## config.mk

```make
export PLATFORM = sky130hd
export DESIGN_NAME = lsu_top
export DESIGN_NICKNAME = d
export VERILOG_FILES = /design/src/rtl/lsu_pkg.sv /design/src/rtl/lsu_store_if.sv /design/src/rtl/lsu_sq.sv /design/src/rtl/lsu_ctrl.sv /design/src/rtl/lsu_store_merge.sv /design/src/rtl/lsu_dmem.sv /design/src/rtl/lsu_top.sv
export SDC_FILE = /design/constraint.sdc
export NUM_CORES = 1
export LEC_CHECK = 0
export ABC_CLOCK_PERIOD_IN_PS = 5400
export BUFFER_PORTS_ARGS = -buffer_cell sky130_fd_sc_hd__buf_2
export CAP_MARGIN = 5
export CORE_MARGIN = 8
export CORE_UTILIZATION = 62
export CTS_CLUSTER_SIZE = 30
export DETAILED_ROUTE_END_ITERATION = 16
export GPL_ROUTABILITY_DRIVEN = 1
export PLACE_DENSITY = 0.79
export RECOVER_POWER = 25
export SLEW_MARGIN = 30
export SYNTH_ARGS = -nofsm -noshare
export SYNTH_HDL_FRONTEND = slang
export SYNTH_HIERARCHICAL = 1
export SYNTH_SLANG_ARGS = --single-unit
```

## constraint.sdc

```tcl
create_clock -name clk -period 5.4 [get_ports clk]
set_input_delay 0.27 -clock clk [delete_from_list [all_inputs] [get_ports clk]]
set_output_delay 0.27 -clock clk [all_outputs]
set_load 0.05 [all_outputs]
```

## src/rtl/lsu_pkg.sv

```systemverilog
// ~~~~~~~~~~~~~~~~~~~~~~~~~~~~~~~~~~~~~~~~~~~~~~~~~~~~~~~~~~~~~~~~~~~~~~~~~~~
// Shared definitions for the load/store unit store path
// Widths and depths, the store width encoding and the address word views
// ~~~~~~~~~~~~~~~~~~~~~~~~~~~~~~~~~~~~~~~~~~~~~~~~~~~~~~~~~~~~~~~~~~~~~~~~~~~

package lsu_pkg;

    // Store queue geometry
    localparam int SQ_DEPTH  = 4;
    localparam int SQ_IDX_W  = $clog2(SQ_DEPTH);

    // Datapath widths
    localparam int TAG_W     = 4;
    localparam int DATA_W    = 32;
    localparam int BYTES     = DATA_W / 8;

    // Byte address splits into a word index and a byte offset
    localparam int ADDR_W    = 6;
    localparam int OFFS_W    = 2;
    localparam int IDX_W     = ADDR_W - OFFS_W;
    localparam int MEM_WORDS = 16;

    // Store width as issued by the decoder
    typedef enum logic [1:0] {
        SB = 2'b00,
        SH = 2'b01,
        SW = 2'b10
    } lsu_func_t;

    // The queue and the ports see a plain byte address
    // The merge logic and the memory see word index and byte offset
    typedef union packed {
        logic [ADDR_W-1:0] raw;
        struct packed {
            logic [IDX_W-1:0]  idx;
            logic [OFFS_W-1:0] offs;
        } word;
    } lsu_addr_u;

endpackage

```

## src/rtl/lsu_store_if.sv

```systemverilog
// ~~~~~~~~~~~~~~~~~~~~~~~~~~~~~~~~~~~~~~~~~~~~~~~~~~~~~~~~~~~~~~~~~~~~~~~~~~~
// Launch bus from the store queue to the commit stage
// ~~~~~~~~~~~~~~~~~~~~~~~~~~~~~~~~~~~~~~~~~~~~~~~~~~~~~~~~~~~~~~~~~~~~~~~~~~~

interface lsu_store_if;

    // Single cycle strobe, high in the cycle a slot launches
    logic                         en;
    lsu_pkg::lsu_addr_u           addr;
    logic [lsu_pkg::DATA_W-1:0]   data;
    logic [lsu_pkg::TAG_W-1:0]    tag;
    lsu_pkg::lsu_func_t           func;

    // The queue drives a launch
    modport sq   (output en, output addr, output data, output tag, output func);
    // The commit stage captures it
    modport ctrl (input en, input addr, input data, input tag, input func);

endinterface

```

## src/rtl/lsu_sq.sv

```systemverilog
// ~~~~~~~~~~~~~~~~~~~~~~~~~~~~~~~~~~~~~~~~~~~~~~~~~~~~~~~~~~~~~~~~~~~~~~~~~~~
// Store queue
// Holds issued stores until the ROB retires them, launches one
// non-speculative store per cycle and frees or relaunches it on update
// ~~~~~~~~~~~~~~~~~~~~~~~~~~~~~~~~~~~~~~~~~~~~~~~~~~~~~~~~~~~~~~~~~~~~~~~~~~~

module lsu_sq (
    input  logic                          clk,
    input  logic                          n_rst,

    input  logic                          i_flush,
    output logic                          o_full,

    // New store from issue
    input  logic                          i_alloc_en,
    input  lsu_pkg::lsu_addr_u            i_alloc_addr,
    input  logic [lsu_pkg::DATA_W-1:0]    i_alloc_data,
    input  logic [lsu_pkg::TAG_W-1:0]     i_alloc_tag,
    input  lsu_pkg::lsu_func_t            i_alloc_func,

    // ROB retirement of a store tag
    input  logic                          i_rob_retire_en,
    input  logic [lsu_pkg::TAG_W-1:0]     i_rob_retire_tag,

    // Pressure and result from the commit stage
    input  logic                          i_stall,
    input  logic                          i_update_en,
    input  logic                          i_update_retry,

    lsu_store_if.sq                       store
);

    // Per-slot payload
    lsu_pkg::lsu_func_t                   slot_func [lsu_pkg::SQ_DEPTH];
    lsu_pkg::lsu_addr_u                   slot_addr [lsu_pkg::SQ_DEPTH];
    logic [lsu_pkg::DATA_W-1:0]           slot_data [lsu_pkg::SQ_DEPTH];
    logic [lsu_pkg::TAG_W-1:0]            slot_tag  [lsu_pkg::SQ_DEPTH];

    // Per-slot state bits
    logic [lsu_pkg::SQ_DEPTH-1:0]         slot_valid;
    logic [lsu_pkg::SQ_DEPTH-1:0]         slot_nonspec;
    logic [lsu_pkg::SQ_DEPTH-1:0]         slot_launched;

    logic [lsu_pkg::SQ_DEPTH-1:0]         empty;
    logic [lsu_pkg::SQ_DEPTH-1:0]         launchable;
    logic [lsu_pkg::SQ_DEPTH-1:0]         alloc_sel;
    logic [lsu_pkg::SQ_DEPTH-1:0]         rob_sel;
    logic [lsu_pkg::SQ_DEPTH-1:0]         launch_sel;
    logic [lsu_pkg::SQ_DEPTH-1:0]         launch_sel_q;
    logic [lsu_pkg::SQ_DEPTH-1:0]         update_sel;
    logic [lsu_pkg::SQ_IDX_W-1:0]         launch_idx;

    assign empty      = ~slot_valid;
    assign launchable = slot_valid & slot_nonspec & ~slot_launched;
    assign o_full     = (empty == '0);

    // Lowest empty slot takes the new store, a flush squashes the allocation
    assign alloc_sel  = {lsu_pkg::SQ_DEPTH{i_alloc_en & ~i_flush}} & (empty & ~(empty - 1'b1));

    // Lowest launchable slot goes out unless a load owns the memory port
    assign launch_sel = {lsu_pkg::SQ_DEPTH{~i_stall}} & (launchable & ~(launchable - 1'b1));

    // The commit stage answers for the slot launched one cycle earlier
    assign update_sel = {lsu_pkg::SQ_DEPTH{i_update_en}} & launch_sel_q;

    always_comb begin
        for (int i = 0; i < lsu_pkg::SQ_DEPTH; i++) begin
            // Tags are unique among valid slots so at most one bit is set
            rob_sel[i] = i_rob_retire_en & slot_valid[i] & (slot_tag[i] == i_rob_retire_tag);
        end
    end

    // One-hot launch select to slot number
    always_comb begin
        launch_idx = '0;
        for (int i = 0; i < lsu_pkg::SQ_DEPTH; i++) begin
            if (launch_sel[i]) begin
                launch_idx = i[lsu_pkg::SQ_IDX_W-1:0];
            end
        end
    end

    assign store.en   = |launch_sel;
    assign store.addr = slot_addr[launch_idx];
    assign store.data = slot_data[launch_idx];
    assign store.tag  = slot_tag[launch_idx];
    assign store.func = slot_func[launch_idx];

    always_ff @(posedge clk) begin
        if (!n_rst) begin
            slot_valid    <= '0;
            slot_nonspec  <= '0;
            slot_launched <= '0;
            launch_sel_q  <= '0;
        end else begin
            launch_sel_q <= launch_sel;
            for (int i = 0; i < lsu_pkg::SQ_DEPTH; i++) begin
                if (alloc_sel[i]) begin
                    slot_valid[i]    <= 1'b1;
                    slot_nonspec[i]  <= 1'b0;
                    slot_launched[i] <= 1'b0;
                end else begin
                    // A commit frees the slot and a retry keeps it even across a flush
                    // Otherwise a flush drops only speculative stores
                    if (update_sel[i]) begin
                        slot_valid[i] <= i_update_retry;
                    end else if (i_flush) begin
                        slot_valid[i] <= slot_valid[i] & slot_nonspec[i];
                    end
                    // Non-speculative stays set until the slot is reused
                    slot_nonspec[i]  <= slot_nonspec[i] | rob_sel[i];
                    // Either update outcome clears launched so a retry can go again
                    slot_launched[i] <= launch_sel[i] | (slot_launched[i] & ~update_sel[i]);
                end
            end
        end
    end

    // Payload is written only on allocation
    always_ff @(posedge clk) begin
        for (int i = 0; i < lsu_pkg::SQ_DEPTH; i++) begin
            if (alloc_sel[i]) begin
                slot_func[i] <= i_alloc_func;
                slot_addr[i] <= i_alloc_addr;
                slot_data[i] <= i_alloc_data;
                slot_tag[i]  <= i_alloc_tag;
            end
        end
    end

endmodule

```

## src/rtl/lsu_ctrl.sv

```systemverilog
// ~~~~~~~~~~~~~~~~~~~~~~~~~~~~~~~~~~~~~~~~~~~~~~~~~~~~~~~~~~~~~~~~~~~~~~~~~~~
// Memory port arbitration and the one-entry commit stage
// Loads win the port, a store in commit either writes or retries
// ~~~~~~~~~~~~~~~~~~~~~~~~~~~~~~~~~~~~~~~~~~~~~~~~~~~~~~~~~~~~~~~~~~~~~~~~~~~

module lsu_ctrl (
    input  logic                          clk,
    input  logic                          n_rst,

    input  logic                          i_ld_en,
    lsu_store_if.ctrl                     store,

    // Back to the store queue
    output logic                          o_sq_stall,
    output logic                          o_update_en,
    output logic                          o_update_retry,

    // Write request towards merge and memory
    output logic                          o_wr_en,
    output lsu_pkg::lsu_addr_u            o_wr_addr,
    output logic [lsu_pkg::DATA_W-1:0]    o_wr_data,
    output lsu_pkg::lsu_func_t            o_wr_func,

    // Commit report
    output logic                          o_st_commit_en,
    output logic [lsu_pkg::TAG_W-1:0]     o_st_commit_tag
);

    // Commit register
    logic                                 cm_en_q;
    lsu_pkg::lsu_addr_u                   cm_addr_q;
    logic [lsu_pkg::DATA_W-1:0]           cm_data_q;
    logic [lsu_pkg::TAG_W-1:0]            cm_tag_q;
    lsu_pkg::lsu_func_t                   cm_func_q;

    // A load this cycle holds the queue back
    assign o_sq_stall = i_ld_en;

    always_ff @(posedge clk) begin
        if (!n_rst) begin
            cm_en_q <= 1'b0;
        end else begin
            cm_en_q <= store.en;
        end
    end

    always_ff @(posedge clk) begin
        if (store.en) begin
            cm_addr_q <= store.addr;
            cm_data_q <= store.data;
            cm_tag_q  <= store.tag;
            cm_func_q <= store.func;
        end
    end

    // The queue hears back every commit cycle
    assign o_update_en    = cm_en_q;
    // Load in the commit cycle takes the port and the store retries
    assign o_update_retry = cm_en_q & i_ld_en;

    assign o_wr_en   = cm_en_q & ~i_ld_en;
    assign o_wr_addr = cm_addr_q;
    assign o_wr_data = cm_data_q;
    assign o_wr_func = cm_func_q;

    // Commit is reported in the same cycle the write happens
    assign o_st_commit_en  = o_wr_en;
    assign o_st_commit_tag = cm_tag_q;

endmodule

```

## src/rtl/lsu_store_merge.sv

```systemverilog
// ~~~~~~~~~~~~~~~~~~~~~~~~~~~~~~~~~~~~~~~~~~~~~~~~~~~~~~~~~~~~~~~~~~~~~~~~~~~
// Byte lane steering for SB, SH and SW stores
// ~~~~~~~~~~~~~~~~~~~~~~~~~~~~~~~~~~~~~~~~~~~~~~~~~~~~~~~~~~~~~~~~~~~~~~~~~~~

module lsu_store_merge (
    input  logic                          i_wr_en,
    input  lsu_pkg::lsu_addr_u            i_addr,
    input  logic [lsu_pkg::DATA_W-1:0]    i_data,
    input  lsu_pkg::lsu_func_t            i_func,

    output logic                          o_we,
    output logic [lsu_pkg::IDX_W-1:0]     o_word_idx,
    output logic [lsu_pkg::DATA_W-1:0]    o_wdata,
    output logic [lsu_pkg::BYTES-1:0]     o_wmask
);

    // Low byte and low halfword of the store data, zero extended
    logic [lsu_pkg::DATA_W-1:0]           byte_word;
    logic [lsu_pkg::DATA_W-1:0]           half_word;
    logic [lsu_pkg::OFFS_W-1:0]           offs;

    assign byte_word  = {{(lsu_pkg::DATA_W-8){1'b0}}, i_data[7:0]};
    assign half_word  = {{(lsu_pkg::DATA_W-16){1'b0}}, i_data[15:0]};
    assign offs       = i_addr.word.offs;

    assign o_we       = i_wr_en;
    assign o_word_idx = i_addr.word.idx;

    always_comb begin
        case (i_func)
            lsu_pkg::SB: begin
                o_wdata = byte_word << {offs, 3'b000};
                o_wmask = 4'b0001 << offs;
            end
            // Halfwords land on the lane pair picked by offset bit 1
            lsu_pkg::SH: begin
                o_wdata = half_word << {offs[1], 4'b0000};
                o_wmask = 4'b0011 << {offs[1], 1'b0};
            end
            // Word stores take every lane and ignore the offset
            lsu_pkg::SW: begin
                o_wdata = i_data;
                o_wmask = '1;
            end
            default: begin
                o_wdata = i_data;
                o_wmask = '0;
            end
        endcase
    end

endmodule

```

## src/rtl/lsu_dmem.sv

```systemverilog
// ~~~~~~~~~~~~~~~~~~~~~~~~~~~~~~~~~~~~~~~~~~~~~~~~~~~~~~~~~~~~~~~~~~~~~~~~~~~
// Single-port word memory
// Byte-masked writes and registered whole-word loads
// ~~~~~~~~~~~~~~~~~~~~~~~~~~~~~~~~~~~~~~~~~~~~~~~~~~~~~~~~~~~~~~~~~~~~~~~~~~~

module lsu_dmem (
    input  logic                          clk,
    input  logic                          n_rst,

    // Masked write from the merge logic
    input  logic                          i_we,
    input  logic [lsu_pkg::IDX_W-1:0]     i_word_idx,
    input  logic [lsu_pkg::DATA_W-1:0]    i_wdata,
    input  logic [lsu_pkg::BYTES-1:0]     i_wmask,

    // Load request and result
    input  logic                          i_ld_en,
    input  lsu_pkg::lsu_addr_u            i_ld_addr,
    output logic [lsu_pkg::DATA_W-1:0]    o_ld_data,
    output logic                          o_ld_valid
);

    logic [lsu_pkg::DATA_W-1:0]           mem [lsu_pkg::MEM_WORDS];

    // Reset zeroes every word so loads of untouched addresses are defined
    always_ff @(posedge clk) begin
        if (!n_rst) begin
            for (int w = 0; w < lsu_pkg::MEM_WORDS; w++) begin
                mem[w] <= '0;
            end
        end else if (i_we) begin
            for (int b = 0; b < lsu_pkg::BYTES; b++) begin
                if (i_wmask[b]) begin
                    mem[i_word_idx][8*b +: 8] <= i_wdata[8*b +: 8];
                end
            end
        end
    end

    always_ff @(posedge clk) begin
        if (!n_rst) begin
            o_ld_valid <= 1'b0;
        end else begin
            o_ld_valid <= i_ld_en;
        end
    end

    // The byte offset is dropped and the whole word comes back
    always_ff @(posedge clk) begin
        if (i_ld_en) begin
            o_ld_data <= mem[i_ld_addr.word.idx];
        end
    end

endmodule

```

## src/rtl/lsu_top.sv

```systemverilog
// ~~~~~~~~~~~~~~~~~~~~~~~~~~~~~~~~~~~~~~~~~~~~~~~~~~~~~~~~~~~~~~~~~~~~~~~~~~~
// Store path top level
// Store queue, commit control, lane merge and data memory
// ~~~~~~~~~~~~~~~~~~~~~~~~~~~~~~~~~~~~~~~~~~~~~~~~~~~~~~~~~~~~~~~~~~~~~~~~~~~

module lsu_top (
    input  logic                          clk,
    input  logic                          n_rst,
    input  logic                          i_flush,

    input  logic                          i_alloc_en,
    input  logic [lsu_pkg::ADDR_W-1:0]    i_alloc_addr,
    input  logic [lsu_pkg::DATA_W-1:0]    i_alloc_data,
    input  logic [lsu_pkg::TAG_W-1:0]     i_alloc_tag,
    input  lsu_pkg::lsu_func_t            i_alloc_func,

    input  logic                          i_rob_retire_en,
    input  logic [lsu_pkg::TAG_W-1:0]     i_rob_retire_tag,

    input  logic                          i_ld_en,
    input  logic [lsu_pkg::ADDR_W-1:0]    i_ld_addr,

    output logic                          o_full,
    output logic                          o_st_commit_en,
    output logic [lsu_pkg::TAG_W-1:0]     o_st_commit_tag,
    output logic [lsu_pkg::DATA_W-1:0]    o_ld_data,
    output logic                          o_ld_valid
);

    // Byte addresses from the ports enter through the raw view
    lsu_pkg::lsu_addr_u                   alloc_addr;
    lsu_pkg::lsu_addr_u                   ld_addr;

    logic                                 sq_stall;
    logic                                 update_en;
    logic                                 update_retry;

    logic                                 wr_en;
    lsu_pkg::lsu_addr_u                   wr_addr;
    logic [lsu_pkg::DATA_W-1:0]           wr_data;
    lsu_pkg::lsu_func_t                   wr_func;

    // Merge to memory
    logic                                 mem_we;
    logic [lsu_pkg::IDX_W-1:0]            mem_idx;
    logic [lsu_pkg::DATA_W-1:0]           mem_wdata;
    logic [lsu_pkg::BYTES-1:0]            mem_wmask;

    assign alloc_addr.raw = i_alloc_addr;
    assign ld_addr.raw    = i_ld_addr;

    lsu_store_if store_bus ();

    lsu_sq i_lsu_sq (
        .clk              (clk),
        .n_rst            (n_rst),
        .i_flush          (i_flush),
        .o_full           (o_full),
        .i_alloc_en       (i_alloc_en),
        .i_alloc_addr     (alloc_addr),
        .i_alloc_data     (i_alloc_data),
        .i_alloc_tag      (i_alloc_tag),
        .i_alloc_func     (i_alloc_func),
        .i_rob_retire_en  (i_rob_retire_en),
        .i_rob_retire_tag (i_rob_retire_tag),
        .i_stall          (sq_stall),
        .i_update_en      (update_en),
        .i_update_retry   (update_retry),
        .store            (store_bus.sq)
    );

    lsu_ctrl i_lsu_ctrl (
        .clk              (clk),
        .n_rst            (n_rst),
        .i_ld_en          (i_ld_en),
        .store            (store_bus.ctrl),
        .o_sq_stall       (sq_stall),
        .o_update_en      (update_en),
        .o_update_retry   (update_retry),
        .o_wr_en          (wr_en),
        .o_wr_addr        (wr_addr),
        .o_wr_data        (wr_data),
        .o_wr_func        (wr_func),
        .o_st_commit_en   (o_st_commit_en),
        .o_st_commit_tag  (o_st_commit_tag)
    );

    lsu_store_merge i_lsu_store_merge (
        .i_wr_en          (wr_en),
        .i_addr           (wr_addr),
        .i_data           (wr_data),
        .i_func           (wr_func),
        .o_we             (mem_we),
        .o_word_idx       (mem_idx),
        .o_wdata          (mem_wdata),
        .o_wmask          (mem_wmask)
    );

    lsu_dmem i_lsu_dmem (
        .clk              (clk),
        .n_rst            (n_rst),
        .i_we             (mem_we),
        .i_word_idx       (mem_idx),
        .i_wdata          (mem_wdata),
        .i_wmask          (mem_wmask),
        .i_ld_en          (i_ld_en),
        .i_ld_addr        (ld_addr),
        .o_ld_data        (o_ld_data),
        .o_ld_valid       (o_ld_valid)
    );

endmodule

```

==> reports/results.txt <==
layout cells sized above 1 -> 18.18%
Leak Pwr -> 12.07 nW
Critical Path Source Type -> flip-flop
CTS clk-pin slew, worst paths -> 0.06 ns
fmax -> 0.2701 GHz
Comb pwr share -> 4.8%
ys flop type -> edfxtp_1
dpl hpwl -> 46620 µm
GRT overflow -> 0
Net Sw Power -> 0.002674 W
CTS HTree Levels -> 3
final core utilization -> 70.36%
crit path cell chain -> nand3b_2 > clkbuf_1 > a311oi_4 > buf_12 > o22ai_2 > a21oi_2
critical path type -> reg -> reg
Final Cell Area -> 0.03690 mm²
clock share of power -> 42.8%
critical path required time -> 5.73 ns
1st-iter DRT viols -> 2295
CP endpoint kind -> flip-flop
Placed Area -> 0.03390 mm²
maximum clock path buffer count -> 3
Core ar. -> 0.05245 mm²
Sw Share -> 20.34%
Top-Level Pins -> 99
CP max stage delay -> 1.76 ns
Least-Margin Pin Slew -> 2.978 ns
status -> finished, violations left
CP max FO -> 50
cell internal pwr -> 0.01047 W
DR vias/cell -> 6.364
Die W -> 246.0 µm
Ys Warns -> 6
setup bufs post-CTS -> 0
Reg power frac -> 52.4%
Synth async-reset ratio -> 0%
slowest stage cell, crit path -> clkbuf_1
first-pass iteration count of the detailed router -> 5
Final Setup Violations -> 0
crit-path leading delay family -> buffers and inverters
Tcrit/Tclk final -> 68.56%
min Tclk post-route -> 3.702 ns
# rows -> 84
initial antenna violation count -> 0
clock tree sinks -> 782
violated checks -> max-capacitance violations, max-slew violations
Max Slew Vio Count -> 293
Cell variety after synth -> 55
Area Growth Syn to Fin -> 12.49%
port bufs -> 96
setup TNS -> 0 ns
WP buf/inv -> 2
power density cells -> 356.2 mW/mm²
Root Buffer -> clkbuf_16
DIE AREA -> 0.06053 mm²
Critical Path AT -> 4.03 ns
drt wl/cell -> 25.24 µm
routability cong. -> 0.8626
Avg Inst Size Synth -> 15.04 µm²
initial cell density of the core -> 62.55%
routed via count -> 19290
nets -> 2341
Final Hold Fails -> 0
max-cap viol count -> 7
first-pass GRT wire length -> 116000 µm
Antenna Nets Post-Route -> 0
vias in the first global route -> 19740
Max transition margin -> -98.56%
pin count of the biggest net entering global routing -> 78
Detailed Route WL -> 76500 µm
CTS tree -> done
worst skew pair latency -> 0.62 ns
VDD IR-drop max -> 0.3499 mV
Clock Skew -> 0.02404 ns
Ant. Diodes -> 0
CTS Buf Count -> 78
register bit count reported by yosys -> 782
Die Y -> 246.0 µm
RSZ-0062 raised after global routing -> no
EDFF count, synth -> 764
fillers -> 3264
drc violations -> 0
hold crit path type -> in -> reg
Synth Instances -> 2182
GRT Overall Usage -> 25.29%
synthesized netlist net count -> 2242
post-synthesis sequential area ratio -> 71.03%
mapped cell area -> 0.03281 mm²
==> layout make-up <==
class                           count  area, µm²  area share (%)
Clock buffer                       95       2151           5.828
Sequential cell                   782      23300           63.14
Clock inverter                     47      543.0           1.471
Tap cell                          688      860.8           2.333
Timing Repair Buffer              208       1368           3.706
Inverter                            4      15.01         0.04069
Multi-Input combinational cell   1207       8663           23.48
==> placed cells by master (no fill, tap or decap), drive strengths merged, types with 42 or more instances in the layout <==
| cell type | instances |
|---|---|
| dlygate4sd3 | 44 |
| buf | 76 |
| nor2 | 504 |
| nand2 | 89 |
| mux4 | 128 |
| or3 | 42 |
| and2 | 44 |
| edfxtp | 764 |
| o21ai | 119 |
| a22oi | 65 |
| a21oi | 47 |
| clkbuf | 183 |
| o22ai | 42 |
==> cells by family after synthesis <==
family                 Yosys count  synth area share, %
AO/OA/AOI/OAI                  312                7.101
XOR/XNOR                        16               0.4271
buffers and inverters          193                2.708
flip-flops                     782                71.03
multiplexers                   130                8.848
AND/OR/NAND/NOR                749                9.886
==> sequential cells by signal, summed over array words and instances (netlist names), 6 cells and up <==
| signal | flops |
|---|---|
| i_lsu_ctrl/o_wr_addr | 6 |
| i_lsu_dmem/mem | 512 |
| i_lsu_sq/slot_data | 128 |
| i_lsu_sq/slot_func | 8 |
| i_lsu_sq/slot_addr | 24 |
| i_lsu_ctrl/o_wr_data | 32 |
| i_lsu_sq/slot_tag | 16 |
| i_lsu_dmem/o_ld_data | 32 |
==> worst reg2reg max path, delay by kind of cell, from the launching register on <==
family,cells,cell delay [ns]
AOI/OAI and AO/OA,3,0.84
buffers and inverters,2,2.13
DFF,1,0.36
and+or+nand+nor,1,0.10
==> power groups by stage <==
stage	Clock, W	Sequential [W]	Combinational [W]
2_1_floorplan	0	0.00707	0.000338
3_3_place_gp	0	0.00700	0.000601
3_5_place_dp	0	0.00701	0.000618
4_1_cts	0.00569	0.00688	0.000645
5_1_grt	0.00592	0.00690	0.000674
6_report	0.00562	0.00689	0.000636
==> layer usage <==
metal | wire length, µm | share of wire, % | global-route usage [%] | vias up
met5 | 0 | 0 | 0 | -
met4 | 2684 | 3.5 | 8.589 | 0
met3 | 7353 | 9.6 | 4.884 | 188
met2 | 39260 | 51 | 43.86 | 1040
met1 | 27200 | 36 | 31.86 | 9668
li1 | - | - | - | 8393
==> metrics by stage <==
step | hold WS, ns | std cells | worst slack (ns) | total power (W)
after floorplan | 0.3689 | 2182 | 1.065 | 0.007407
after global placement | 0.4591 | 2843 | 1.905 | 0.007600
after detailed placement | 0.4844 | 2844 | 1.878 | 0.007629
after CTS | 0.002030 | 3030 | 1.786 | 0.01322
after global routing | 0.01543 | 3031 | 1.568 | 0.01349
final | 0.02960 | 3031 | 1.698 | 0.01315
==> timing repair <==
item                      CTS  global route
gates resized for setup     0             0
hold endpoints to repair  176             0
hold buffers               44             0
==> synthesized netlist by cell type (all sizes together) (5+ instances only) <==
cell type	n	area, µm²
clkbuf	120	450.4
xor2	12	105.1
nor3	11	55.05
a21oi	47	385.4
nand3	23	115.1
or3	42	262.8
a41oi	5	43.79
a22o	16	140.1
nor2b	7	46.30
and2	44	276.5
o21ai	119	599.3
a22oi	65	488.0
dfxtp	18	360.4
o22ai	42	513.0
nand2	89	334.1
nor2	504	1924
edfxtp	764	22940
mux4	128	2883
nand2b	8	50.05
a21o	8	60.06
and3	5	31.28
buf	69	422.9
==> final timing paths <==
path	startpoint	end	slack [ns]	cells past startpoint
worst min register to register	i_lsu_sq/launch_sel_q[3]	i_lsu_sq/slot_valid[3]	0.51	2
worst max register to register	i_lsu_sq/slot_valid[2]	i_lsu_ctrl/o_wr_addr[2]	1.70	6
worst min-delay path	i_rob_retire_en	i_lsu_sq/slot_nonspec[1]	0.03	3
worst max-delay path	i_lsu_sq/slot_valid[2]	i_lsu_ctrl/o_wr_addr[2]	1.70	6
(Power assumes the default switching activity.)
